===== src/adpll_macros.svh =====
`ifndef ADPLL_MACROS_SVH
`define ADPLL_MACROS_SVH

// phase detector result width.
`define ADPLL_PDET_WIDTH 8

// oscillator phase accumulator.
`define ADPLL_ACCUM_WIDTH 12

// signed control word added to the bias.
`define ADPLL_DCO_CC_WIDTH 9

// neighbour weights, unsigned, in quarters.
`define ADPLL_WEIGHT_WIDTH 4
`define ADPLL_WEIGHT_SHIFT 2

// proportional gain, Q2.1.
`define ADPLL_KP_WIDTH 3
`define ADPLL_KP_FRAC 1

// integral gain, Q1.3.
`define ADPLL_KI_WIDTH 4
`define ADPLL_KI_FRAC 3

`define ADPLL_INTEG_WIDTH 16

// configuration write port.
`define ADPLL_CFG_ADDR_WIDTH 2
`define ADPLL_CFG_DATA_WIDTH 16

`endif

===== src/adpll_loop_pkg.sv =====
`include "adpll_macros.svh"

package adpll_loop_pkg;

    // cycle offset between reference and divided edge.
    typedef logic signed [`ADPLL_PDET_WIDTH-1:0] phase_err_t;

    // control word added to the oscillator bias.
    typedef logic signed [`ADPLL_DCO_CC_WIDTH-1:0] dco_cc_t;

    // integral path state.
    typedef logic signed [`ADPLL_INTEG_WIDTH-1:0] integ_t;

endpackage


===== src/adpll_cfg_pkg.sv =====
`include "adpll_macros.svh"

package adpll_cfg_pkg;

    // register map.
    typedef enum logic [`ADPLL_CFG_ADDR_WIDTH-1:0] {
        ADDR_GAIN   = 2'd0,
        ADDR_WEIGHT = 2'd1,
        ADDR_BIAS   = 2'd2,
        ADDR_CTRL   = 2'd3
    } cfg_addr_e;

    // one data word, read as gains or as weights depending on the address.
    typedef union packed {
        struct packed {
            logic [7:0]                 reserved_hi;
            logic [`ADPLL_KI_WIDTH-1:0] ki;
            logic                       reserved_lo;
            logic [`ADPLL_KP_WIDTH-1:0] kp;
        } gain;
        struct packed {
            logic [`ADPLL_WEIGHT_WIDTH-1:0] below;
            logic [`ADPLL_WEIGHT_WIDTH-1:0] right;
            logic [`ADPLL_WEIGHT_WIDTH-1:0] above;
            logic [`ADPLL_WEIGHT_WIDTH-1:0] left;
        } weight;
    } cfg_word_u;

    // about 5 MHz out of a 258 MHz clock.
    localparam logic [`ADPLL_ACCUM_WIDTH-1:0] BIAS_RESET = 12'd76;

endpackage


===== src/adpll_cfg_if.sv =====
`timescale 1ns/1ps

`include "adpll_macros.svh"

interface adpll_cfg_if;

    logic [`ADPLL_KP_WIDTH-1:0]     kp;
    logic [`ADPLL_KI_WIDTH-1:0]     ki;
    logic [`ADPLL_WEIGHT_WIDTH-1:0] weight_left;
    logic [`ADPLL_WEIGHT_WIDTH-1:0] weight_above;
    logic [`ADPLL_WEIGHT_WIDTH-1:0] weight_right;
    logic [`ADPLL_WEIGHT_WIDTH-1:0] weight_below;
    logic [`ADPLL_ACCUM_WIDTH-1:0]  bias;
    logic                           enable;

    modport regs (
        output kp, ki, weight_left, weight_above, weight_right, weight_below, bias, enable
    );

    modport loop (
        input kp, ki, weight_left, weight_above, weight_right, weight_below, bias, enable
    );

endinterface


===== src/adpll_node_top.sv =====
`timescale 1ns/1ps

`include "adpll_macros.svh"

module adpll_node_top (
    input  logic                                    fpga_clk_i,
    input  logic                                    rst_i,
    input  logic                                    cfg_valid_i,
    input  logic [`ADPLL_CFG_ADDR_WIDTH-1:0]        cfg_addr_i,
    input  logic [`ADPLL_CFG_DATA_WIDTH-1:0]        cfg_data_i,
    input  logic                                    ref_left_i,
    input  logic                                    ref_above_i,
    input  logic signed [`ADPLL_PDET_WIDTH-1:0]     error_right_i,
    input  logic signed [`ADPLL_PDET_WIDTH-1:0]     error_bottom_i,
    output logic                                    cfg_ready_o,
    output logic                                    gen_clk_o,
    output logic                                    gen_div8_o,
    output logic signed [`ADPLL_PDET_WIDTH-1:0]     error_left_o,
    output logic signed [`ADPLL_PDET_WIDTH-1:0]     error_above_o,
    output logic signed [`ADPLL_DCO_CC_WIDTH-1:0]   dco_cc_o,
    output logic                                    dco_update_o
);

    adpll_loop_pkg::phase_err_t error_comb;
    logic                       update_tick;

    adpll_cfg_if cfg_bus ();

    adpll_config_regs u_config_regs (
        .fpga_clk_i  (fpga_clk_i),
        .rst_i       (rst_i),
        .cfg_valid_i (cfg_valid_i),
        .cfg_addr_i  (cfg_addr_i),
        .cfg_data_i  (cfg_data_i),
        .cfg_ready_o (cfg_ready_o),
        .cfg         (cfg_bus.regs)
    );

    // local errors also go out to the neighbouring nodes.
    phase_detector u_pdet_left (
        .fpga_clk_i  (fpga_clk_i),
        .rst_i       (rst_i),
        .reference_i (ref_left_i),
        .generated_i (gen_div8_o),
        .error_o     (error_left_o)
    );

    phase_detector u_pdet_above (
        .fpga_clk_i  (fpga_clk_i),
        .rst_i       (rst_i),
        .reference_i (ref_above_i),
        .generated_i (gen_div8_o),
        .error_o     (error_above_o)
    );

    error_combiner u_error_combiner (
        .fpga_clk_i    (fpga_clk_i),
        .rst_i         (rst_i),
        .error_left_i  (error_left_o),
        .error_above_i (error_above_o),
        .error_right_i (error_right_i),
        .error_below_i (error_bottom_i),
        .cfg           (cfg_bus.loop),
        .error_o       (error_comb)
    );

    loop_filter u_loop_filter (
        .fpga_clk_i   (fpga_clk_i),
        .rst_i        (rst_i),
        .update_i     (update_tick),
        .error_i      (error_comb),
        .cfg          (cfg_bus.loop),
        .dco_cc_o     (dco_cc_o),
        .dco_update_o (dco_update_o)
    );

    dco_nco u_dco_nco (
        .fpga_clk_i (fpga_clk_i),
        .rst_i      (rst_i),
        .dco_cc_i   (dco_cc_o),
        .cfg        (cfg_bus.loop),
        .gen_clk_o  (gen_clk_o),
        .gen_div8_o (gen_div8_o),
        .update_o   (update_tick)
    );

endmodule


===== src/dco_nco.sv =====
`timescale 1ns/1ps

`include "adpll_macros.svh"

module dco_nco (
    input  logic                    fpga_clk_i,
    input  logic                    rst_i,
    input  adpll_loop_pkg::dco_cc_t dco_cc_i,
    adpll_cfg_if.loop               cfg,
    output logic                    gen_clk_o,
    output logic                    gen_div8_o,
    output logic                    update_o
);

    localparam int PAD_W = `ADPLL_ACCUM_WIDTH - `ADPLL_DCO_CC_WIDTH;

    logic [`ADPLL_ACCUM_WIDTH-1:0] accum_q;
    logic [`ADPLL_ACCUM_WIDTH-1:0] step;
    logic [2:0]                    div_cnt_q;
    logic                          gen_clk_q;
    logic                          gen_div8_q;
    logic                          gen_clk_rise;

    // bias plus sign-extended control word, wraps modulo 2^12.
    assign step = cfg.bias + {{PAD_W{dco_cc_i[`ADPLL_DCO_CC_WIDTH-1]}}, dco_cc_i};

    assign gen_clk_o    = accum_q[`ADPLL_ACCUM_WIDTH-1];
    assign gen_clk_rise = gen_clk_o & ~gen_clk_q;
    assign gen_div8_o   = div_cnt_q[2];

    // one tick on the cycle the divided output goes high.
    assign update_o = gen_div8_o & ~gen_div8_q;

    always_ff @(posedge fpga_clk_i) begin
        if (rst_i) begin
            accum_q    <= '0;
            div_cnt_q  <= '0;
            gen_clk_q  <= 1'b0;
            gen_div8_q <= 1'b0;
        end else begin
            gen_clk_q  <= gen_clk_o;
            gen_div8_q <= gen_div8_o;
            if (cfg.enable) begin
                accum_q <= accum_q + step;
                if (gen_clk_rise) begin
                    div_cnt_q <= div_cnt_q + 3'd1;
                end
            end
        end
    end

endmodule


===== src/loop_filter.sv =====
`timescale 1ns/1ps

`include "adpll_macros.svh"

module loop_filter (
    input  logic                       fpga_clk_i,
    input  logic                       rst_i,
    input  logic                       update_i,
    input  adpll_loop_pkg::phase_err_t error_i,
    adpll_cfg_if.loop                  cfg,
    output adpll_loop_pkg::dco_cc_t    dco_cc_o,
    output logic                       dco_update_o
);

    localparam int KP_PROD_W = `ADPLL_PDET_WIDTH + `ADPLL_KP_WIDTH + 1;
    localparam int KI_PROD_W = `ADPLL_PDET_WIDTH + `ADPLL_KI_WIDTH + 1;
    localparam int SUM_W     = `ADPLL_INTEG_WIDTH + 1;
    localparam int INTEG_MAX = 2 ** (`ADPLL_INTEG_WIDTH - 1) - 1;
    localparam int INTEG_MIN = -(2 ** (`ADPLL_INTEG_WIDTH - 1));
    localparam int CC_MAX    = 2 ** (`ADPLL_DCO_CC_WIDTH - 1) - 1;

    adpll_loop_pkg::integ_t       integ_q;
    adpll_loop_pkg::integ_t       integ_new;
    adpll_loop_pkg::dco_cc_t      cc_new;
    logic signed [KP_PROD_W-1:0]  kp_prod;
    logic signed [KI_PROD_W-1:0]  ki_prod;
    logic signed [KP_PROD_W-1:0]  p_part;
    logic signed [`ADPLL_INTEG_WIDTH-1:0] i_part;
    logic signed [SUM_W-1:0]      integ_sum;
    logic signed [SUM_W-1:0]      cc_sum;

    assign kp_prod = error_i * $signed({1'b0, cfg.kp});
    assign ki_prod = error_i * $signed({1'b0, cfg.ki});

    //////////////////////////////////////////////////////////////////////
    // integral path.
    //////////////////////////////////////////////////////////////////////

    assign integ_sum = integ_q + ki_prod;

    always_comb begin
        if (integ_sum > INTEG_MAX) begin
            integ_new = adpll_loop_pkg::integ_t'(INTEG_MAX);
        end else if (integ_sum < INTEG_MIN) begin
            integ_new = adpll_loop_pkg::integ_t'(INTEG_MIN);
        end else begin
            integ_new = integ_sum[`ADPLL_INTEG_WIDTH-1:0];
        end
    end

    // drop the fractional bits of each gain.
    assign p_part = kp_prod >>> `ADPLL_KP_FRAC;
    assign i_part = integ_new >>> `ADPLL_KI_FRAC;
    assign cc_sum = p_part + i_part;

    always_comb begin
        if (cc_sum > CC_MAX) begin
            cc_new = adpll_loop_pkg::dco_cc_t'(CC_MAX);
        end else if (cc_sum < -CC_MAX) begin
            cc_new = adpll_loop_pkg::dco_cc_t'(-CC_MAX);
        end else begin
            cc_new = cc_sum[`ADPLL_DCO_CC_WIDTH-1:0];
        end
    end

    // state only moves on an update tick.
    always_ff @(posedge fpga_clk_i) begin
        if (rst_i) begin
            integ_q      <= '0;
            dco_cc_o     <= '0;
            dco_update_o <= 1'b0;
        end else begin
            dco_update_o <= update_i;
            if (update_i) begin
                integ_q  <= integ_new;
                dco_cc_o <= cc_new;
            end
        end
    end

endmodule


===== src/error_combiner.sv =====
`timescale 1ns/1ps

`include "adpll_macros.svh"

module error_combiner (
    input  logic                       fpga_clk_i,
    input  logic                       rst_i,
    input  adpll_loop_pkg::phase_err_t error_left_i,
    input  adpll_loop_pkg::phase_err_t error_above_i,
    input  adpll_loop_pkg::phase_err_t error_right_i,
    input  adpll_loop_pkg::phase_err_t error_below_i,
    adpll_cfg_if.loop                  cfg,
    output adpll_loop_pkg::phase_err_t error_o
);

    localparam int PROD_W = `ADPLL_PDET_WIDTH + `ADPLL_WEIGHT_WIDTH + 1;
    localparam int SUM_W  = PROD_W + 2;
    localparam int ERR_MAX = 2 ** (`ADPLL_PDET_WIDTH - 1) - 1;

    logic signed [SUM_W-1:0] sum;
    logic signed [SUM_W-1:0] scaled;

    // weight is unsigned, so widen with a zero before the signed multiply.
    function automatic logic signed [PROD_W-1:0] weigh(
        input adpll_loop_pkg::phase_err_t  err,
        input logic [`ADPLL_WEIGHT_WIDTH-1:0] w
    );
        return err * $signed({1'b0, w});
    endfunction

    assign sum = weigh(error_left_i, cfg.weight_left)
               + weigh(error_above_i, cfg.weight_above)
               + weigh(error_right_i, cfg.weight_right)
               + weigh(error_below_i, cfg.weight_below);

    // weights are in quarters.
    assign scaled = sum >>> `ADPLL_WEIGHT_SHIFT;

    always_ff @(posedge fpga_clk_i) begin
        if (rst_i) begin
            error_o <= '0;
        end else if (scaled > ERR_MAX) begin
            error_o <= adpll_loop_pkg::phase_err_t'(ERR_MAX);
        end else if (scaled < -ERR_MAX) begin
            error_o <= adpll_loop_pkg::phase_err_t'(-ERR_MAX);
        end else begin
            error_o <= scaled[`ADPLL_PDET_WIDTH-1:0];
        end
    end

endmodule


===== src/phase_detector.sv =====
`timescale 1ns/1ps

`include "adpll_macros.svh"

module phase_detector (
    input  logic                      fpga_clk_i,
    input  logic                      rst_i,
    input  logic                      reference_i,
    input  logic                      generated_i,
    output adpll_loop_pkg::phase_err_t error_o
);

    localparam int CNT_W = `ADPLL_PDET_WIDTH - 1;

    localparam logic [1:0] ST_IDLE     = 2'd0;
    localparam logic [1:0] ST_REF_LEAD = 2'd1;
    localparam logic [1:0] ST_GEN_LEAD = 2'd2;

    logic [2:0]       ref_sync_q;
    logic [2:0]       gen_dly_q;
    logic             ref_rise;
    logic             gen_rise;
    logic [1:0]       state_q;
    logic [CNT_W-1:0] cnt_q;
    logic [CNT_W-1:0] cnt_inc;

    // two-flop sync plus one for the edge; divided edge gets the same delay.
    always_ff @(posedge fpga_clk_i) begin
        if (rst_i) begin
            ref_sync_q <= '0;
            gen_dly_q  <= '0;
        end else begin
            ref_sync_q <= {ref_sync_q[1:0], reference_i};
            gen_dly_q  <= {gen_dly_q[1:0], generated_i};
        end
    end

    assign ref_rise = ref_sync_q[1] & ~ref_sync_q[2];
    assign gen_rise = gen_dly_q[1] & ~gen_dly_q[2];

    // saturates at the largest magnitude.
    assign cnt_inc = (cnt_q == '1) ? cnt_q : cnt_q + CNT_W'(1);

    //////////////////////////////////////////////////////////////////////
    // lead/lag measurement.
    //////////////////////////////////////////////////////////////////////

    always_ff @(posedge fpga_clk_i) begin
        if (rst_i) begin
            state_q <= ST_IDLE;
            cnt_q   <= '0;
            error_o <= '0;
        end else begin
            case (state_q)
                ST_REF_LEAD: begin
                    if (gen_rise) begin
                        error_o <= $signed({1'b0, cnt_q});
                        state_q <= ST_IDLE;
                    end else begin
                        cnt_q <= cnt_inc;
                    end
                end
                ST_GEN_LEAD: begin
                    if (ref_rise) begin
                        error_o <= -$signed({1'b0, cnt_q});
                        state_q <= ST_IDLE;
                    end else begin
                        cnt_q <= cnt_inc;
                    end
                end
                default: begin
                    cnt_q <= CNT_W'(1);
                    if (ref_rise && gen_rise) begin
                        // coincident edges, in phase.
                        error_o <= '0;
                    end else if (ref_rise) begin
                        state_q <= ST_REF_LEAD;
                    end else if (gen_rise) begin
                        state_q <= ST_GEN_LEAD;
                    end
                end
            endcase
        end
    end

endmodule


===== src/adpll_config_regs.sv =====
`timescale 1ns/1ps

`include "adpll_macros.svh"

module adpll_config_regs (
    input  logic                              fpga_clk_i,
    input  logic                              rst_i,
    input  logic                              cfg_valid_i,
    input  logic [`ADPLL_CFG_ADDR_WIDTH-1:0]  cfg_addr_i,
    input  adpll_cfg_pkg::cfg_word_u          cfg_data_i,
    output logic                              cfg_ready_o,
    adpll_cfg_if.regs                         cfg
);

    logic ready_q;
    logic write_en;

    // no back-pressure once out of reset.
    assign cfg_ready_o = ready_q;
    assign write_en    = cfg_valid_i && ready_q;

    //////////////////////////////////////////////////////////////////////
    // register file.
    //////////////////////////////////////////////////////////////////////

    always_ff @(posedge fpga_clk_i) begin
        if (rst_i) begin
            ready_q          <= 1'b0;
            cfg.kp           <= '0;
            cfg.ki           <= '0;
            cfg.weight_left  <= '0;
            cfg.weight_above <= '0;
            cfg.weight_right <= '0;
            cfg.weight_below <= '0;
            cfg.bias         <= adpll_cfg_pkg::BIAS_RESET;
            cfg.enable       <= 1'b0;
        end else begin
            ready_q <= 1'b1;
            if (write_en) begin
                case (adpll_cfg_pkg::cfg_addr_e'(cfg_addr_i))
                    adpll_cfg_pkg::ADDR_GAIN: begin
                        // reserved bits are dropped.
                        cfg.kp <= cfg_data_i.gain.kp;
                        cfg.ki <= cfg_data_i.gain.ki;
                    end
                    adpll_cfg_pkg::ADDR_WEIGHT: begin
                        cfg.weight_left  <= cfg_data_i.weight.left;
                        cfg.weight_above <= cfg_data_i.weight.above;
                        cfg.weight_right <= cfg_data_i.weight.right;
                        cfg.weight_below <= cfg_data_i.weight.below;
                    end
                    adpll_cfg_pkg::ADDR_BIAS: begin
                        cfg.bias <= cfg_data_i[`ADPLL_ACCUM_WIDTH-1:0];
                    end
                    adpll_cfg_pkg::ADDR_CTRL: begin
                        cfg.enable <= cfg_data_i[0];
                    end
                endcase
            end
        end
    end

endmodule


===== config.mk =====
export PLATFORM = sky130hd
export DESIGN_NAME = adpll_node_top
export DESIGN_NICKNAME = d
export VERILOG_FILES = /design/src/adpll_loop_pkg.sv /design/src/adpll_cfg_pkg.sv /design/src/adpll_cfg_if.sv /design/src/adpll_node_top.sv /design/src/dco_nco.sv /design/src/loop_filter.sv /design/src/error_combiner.sv /design/src/phase_detector.sv /design/src/adpll_config_regs.sv
export VERILOG_INCLUDE_DIRS = /design/src
export SDC_FILE = /design/constraint.sdc
export NUM_CORES = 1
export LEC_CHECK = 0
export BUFFER_PORTS_ARGS = -buffer_cell sky130_fd_sc_hd__buf_2
export CAP_MARGIN = 15
export CORE_MARGIN = 1
export CORE_UTILIZATION = 53
export CTS_BUF_LIST = sky130_fd_sc_hd__clkbuf_8
export DETAILED_ROUTE_END_ITERATION = 7
export GPL_TIMING_DRIVEN = 0
export PLACE_DENSITY = 0.7
export SLEW_MARGIN = 10
export SYNTH_ARGS = -nofsm -noshare
export SYNTH_HDL_FRONTEND = slang
export SYNTH_SLANG_ARGS = --single-unit

===== constraint.sdc =====
create_clock -name fpga_clk_i -period 18.35 [get_ports fpga_clk_i]
set_input_delay 0.9175 -clock fpga_clk_i [delete_from_list [all_inputs] [get_ports fpga_clk_i]]
set_output_delay 0.9175 -clock fpga_clk_i [all_outputs]
set_load 0.01 [all_outputs]

==> summary.md <==
| Metric | Value |
|---|---|
| Max cap viols | `0` |
| Max Freq | `119.2 MHz` |
| IO Count | `68` |
| Cell variety after synth | `76` |
| Max Slew Vio Count | `0` |
| WL/cell | `15.87 µm` |
| Die ar. | `28930 µm²` |
| Worst Setup Start Kind | `flop` |
| Setup violators final | `0` |
| FF-to-FF End | `u_loop_filter.dco_cc_o[6]` |
| Slack of the worst reg-to-reg path | `9960 ps` |
| Via density | `5.267` |
| CTS sink count | `130` |
| Number of synthesized flops with an enable pin | `0` |
| Layout area overhead | `8.438%` |
| Critical Path AT | `8740 ps` |
| Crit path capture | `u_loop_filter.dco_cc_o[6]` |
| Drt drc | `0` |
| Synthesized area per cell | `8.627 µm²` |
| Pwr dens | `42.53 nW/µm²` |
| Slowest cell on the critical path | `fa_1` |
| Slew headroom | `0.3673` |
| Post-synthesis sequential area ratio | `0.1738` |
| Crit Path Category | `reg -> reg` |
| Nets@finish | `2209` |
| # Post-CTS Setup Buffers | `0` |
| Crit. Startpoint | `u_config_regs.cfg.ki[1]` |
| Vias | `11650` |
| Final period util | `0.4571` |
| Asr flop ratio synth | `0` |
| WP data required | `18710 ps` |
| Final TNS setup | `0 ps` |
| Core Area | `27780 µm²` |
| Total global-route track usage | `0.2594` |
| Worst Skew | `13.97 ps` |
| First-pass GRT wire length | `58.44 mm` |
| Die height | `170.1 µm` |
| Top cell by count, worst path | `inv_1` |
| TritonCTS clock tree | `done` |
| Die width | `170.1 µm` |
| Worst r2r src | `u_config_regs.cfg.ki[1]` |
| Share of layout cells above drive strength 1 | `0.06816` |
| Leak | `8.122 nW` |
| Clock buffer depth | `2` |
| Place WS | `10040 ps` |
| DP HPWL | `29.27 mm` |
| Largest family of logic cells by synthesized area | `adder cells` |
| 1st-pass router iterations | `8` |
| Final Hold Fails | `0` |
| GRT overflow | `0` |
| Unrepaired setup endpoints after global routing | `no` |
| Post-CTS Resized | `0` |
| Worst-path fanout max | `9` |
| Clk root buf | `clkbuf_8` |
| Crit-path max cell delay | `590 ps` |
| Worst-path clk slew | `80 ps` |
| Mux contribution to synthesized area | `0.01170` |
| Num CTS Buffers | `17` |
| N_diodes | `0` |
| # H-tree levels | `4` |
| Port buffer count | `66` |
| Setup ws final | `9963 ps` |
| Status | `complete, no violations` |
| #FFs+latches synth | `130` |
| Post-Synth Adder-Cell Area | `0.3883` |
| Clock latency on the worst-skew pair | `470 ps` |
| Simple-gate area share of the yosys netlist | `0.1760` |
| Syn nets | `2123` |
| Syn. warnings | `0` |
| Core Rows | `61` |
| Tot Pwr | `0.0006906 W` |
| Detailed Route WL | `35.11 mm` |
| Cells after synthesis | `1736` |
| GPL Wtd Cong | `0.8828` |
| Tightest Hold Check Type | `reg -> reg` |
| CP Capture Type | `flop` |
| Antenna viol nets, final | `0` |
| Synth Flop Type | `dfxtp_1` |
| Tmin final | `8387 ps` |
| Cell area after synthesis | `14980 µm²` |
| Peak supply drop | `43.17 µV` |
| Initial Util | `0.5390` |
| Largest net degree at the start of global routing | `17` |
| Worst-margin pin slew | `949.1 ps` |
| Post-Synth XOR/XNOR Area | `0.04353` |
| Hold buffer count at CTS | `0` |
| Initial antenna violation count | `1` |
| Compound-gate portion of the synthesized area | `0.1176` |
| Path depth of the worst reg2reg path | `30` |
| Initial DRC count | `652` |
| Vias in the first global route | `11600` |
[Yosys cell counts, types with 12 or more instances]
| master | count | area [µm²] |
|---|---|---|
| nand2_1 | 177 | 664.4 |
| a21o_1 | 15 | 112.6 |
| fa_1 | 193 | 3864 |
| nor3_1 | 22 | 110.1 |
| nand3_1 | 18 | 90.09 |
| and2_1 | 129 | 807.0 |
| clkbuf_1 | 41 | 153.9 |
| mux2i_1 | 16 | 160.2 |
| inv_1 | 308 | 1156 |
| xnor2_1 | 49 | 429.2 |
| xor2_1 | 21 | 183.9 |
| dfxtp_1 | 130 | 2603 |
| a211oi_1 | 15 | 112.6 |
| nor2_1 | 111 | 416.7 |
| nor2b_1 | 21 | 131.4 |
| nand2b_1 | 12 | 75.07 |
| o21ai_0 | 41 | 205.2 |
| ha_1 | 155 | 1939 |
| a21oi_1 | 125 | 625.6 |
[state kept, by name (all words and copies together) (netlist names), 4 cells and up]
register / flops
u_config_regs.cfg.weight_below: 4
u_config_regs.cfg.weight_left: 4
u_config_regs.cfg.weight_above: 4
u_pdet_above.cnt_q: 7
u_loop_filter.dco_cc_o: 9
u_config_regs.cfg.weight_right: 4
u_config_regs.cfg.ki: 4
u_error_combiner.error_o: 8
u_pdet_left.cnt_q: 7
u_pdet_left.error_o: 8
u_pdet_above.error_o: 8
u_loop_filter.integ_q: 16
u_dco_nco.accum_q: 12
u_config_regs.cfg.bias: 12
[how the worst min path moves through the flow]
stage | from | endpoint | cells after the start
after floorplan | u_pdet_above.ref_sync_q[0] | u_pdet_above.ref_sync_q[1] | 1
after global placement | u_pdet_above.ref_sync_q[0] | u_pdet_above.ref_sync_q[1] | 1
after detailed placement | u_pdet_above.ref_sync_q[0] | u_pdet_above.ref_sync_q[1] | 1
after CTS | u_pdet_above.ref_sync_q[0] | u_pdet_above.ref_sync_q[1] | 1
after global routing | u_pdet_above.ref_sync_q[0] | u_pdet_above.ref_sync_q[1] | 1
final | u_pdet_above.ref_sync_q[0] | u_pdet_above.ref_sync_q[1] | 1
[worst max-delay path, delay by kind of cell, from the launching register on]
family                   cells  cell delay (ps)
buffers and inverters        7             1130
adder cells (fa/ha/maj)      6             2590
AND/OR/NAND/NOR             10             2780
flip-flops                   1              310
AO/OA/AOI/OAI                6             1310
XOR/XNOR                     1              150
[kinds of logic after synthesis]
logic type      count (synthesis)
simple gates                  532
buf+inv                       355
fa+ha+maj                     349
compound gates                281
flops                         130
xor+xnor                       72
mux                            17
[through the flow]
step | hold WS (ps) | util | cell area [µm²] | cells
after floorplan | 413.8 | - | 14980 | 1736
after global placement | 424.3 | 0.5680 | 15780 | 2180
after detailed placement | 422.0 | 0.5680 | 15780 | 2180
after CTS | 440.8 | 0.5844 | 16230 | 2211
after global routing | 461.8 | 0.5845 | 16240 | 2212
final | 437.7 | 0.5845 | 16240 | 2212
[per-layer routing]
| metal | vias to the layer above | share of wire | global-route usage |
|---|---|---|---|
| li1 | 5725 | - | - |
| met1 | 5607 | 0.45 | 0.3440 |
| met2 | 256 | 0.48 | 0.4346 |
| met3 | 60 | 0.042 | 0.03674 |
| met4 | 2 | 0.029 | 0.08696 |
| met5 | - | 0.00028 | 0 |
[placed cells by master (no fill, tap or decap), types with 15 or more instances in the layout]
| master | n |
|---|---|
| a21oi_1 | 125 |
| and2_1 | 129 |
| nand2_1 | 177 |
| nor3_1 | 22 |
| mux2i_1 | 16 |
| xnor2_1 | 49 |
| xor2_1 | 21 |
| nand3_1 | 18 |
| inv_1 | 310 |
| clkbuf_1 | 41 |
| a211oi_1 | 15 |
| nor2_1 | 111 |
| a21o_1 | 15 |
| o21ai_0 | 41 |
| dfxtp_1 | 130 |
| clkbuf_8 | 18 |
| ha_1 | 155 |
| fa_1 | 193 |
| nor2b_1 | 21 |
| buf_2 | 69 |
[power by group]
group	internal, W	switching, W
Clock	0.000165	0.000125
Sequential	0.000289	0.0000124
Combinational	0.0000374	0.0000617
[cell type report]
class / instances / area [µm²]
tap: 378 / 473.0
clock inverter: 13 / 207.7
timing repair buffer: 67 / 335.3
fill: 2579 / 11540
inverter: 308 / 1156
buffer: 47 / 180.2
multi-input combinational: 1251 / 11040
clock buffer: 18 / 247.7
sequential: 130 / 2603
No activity file was read; power rests on OpenSTA's default activity.
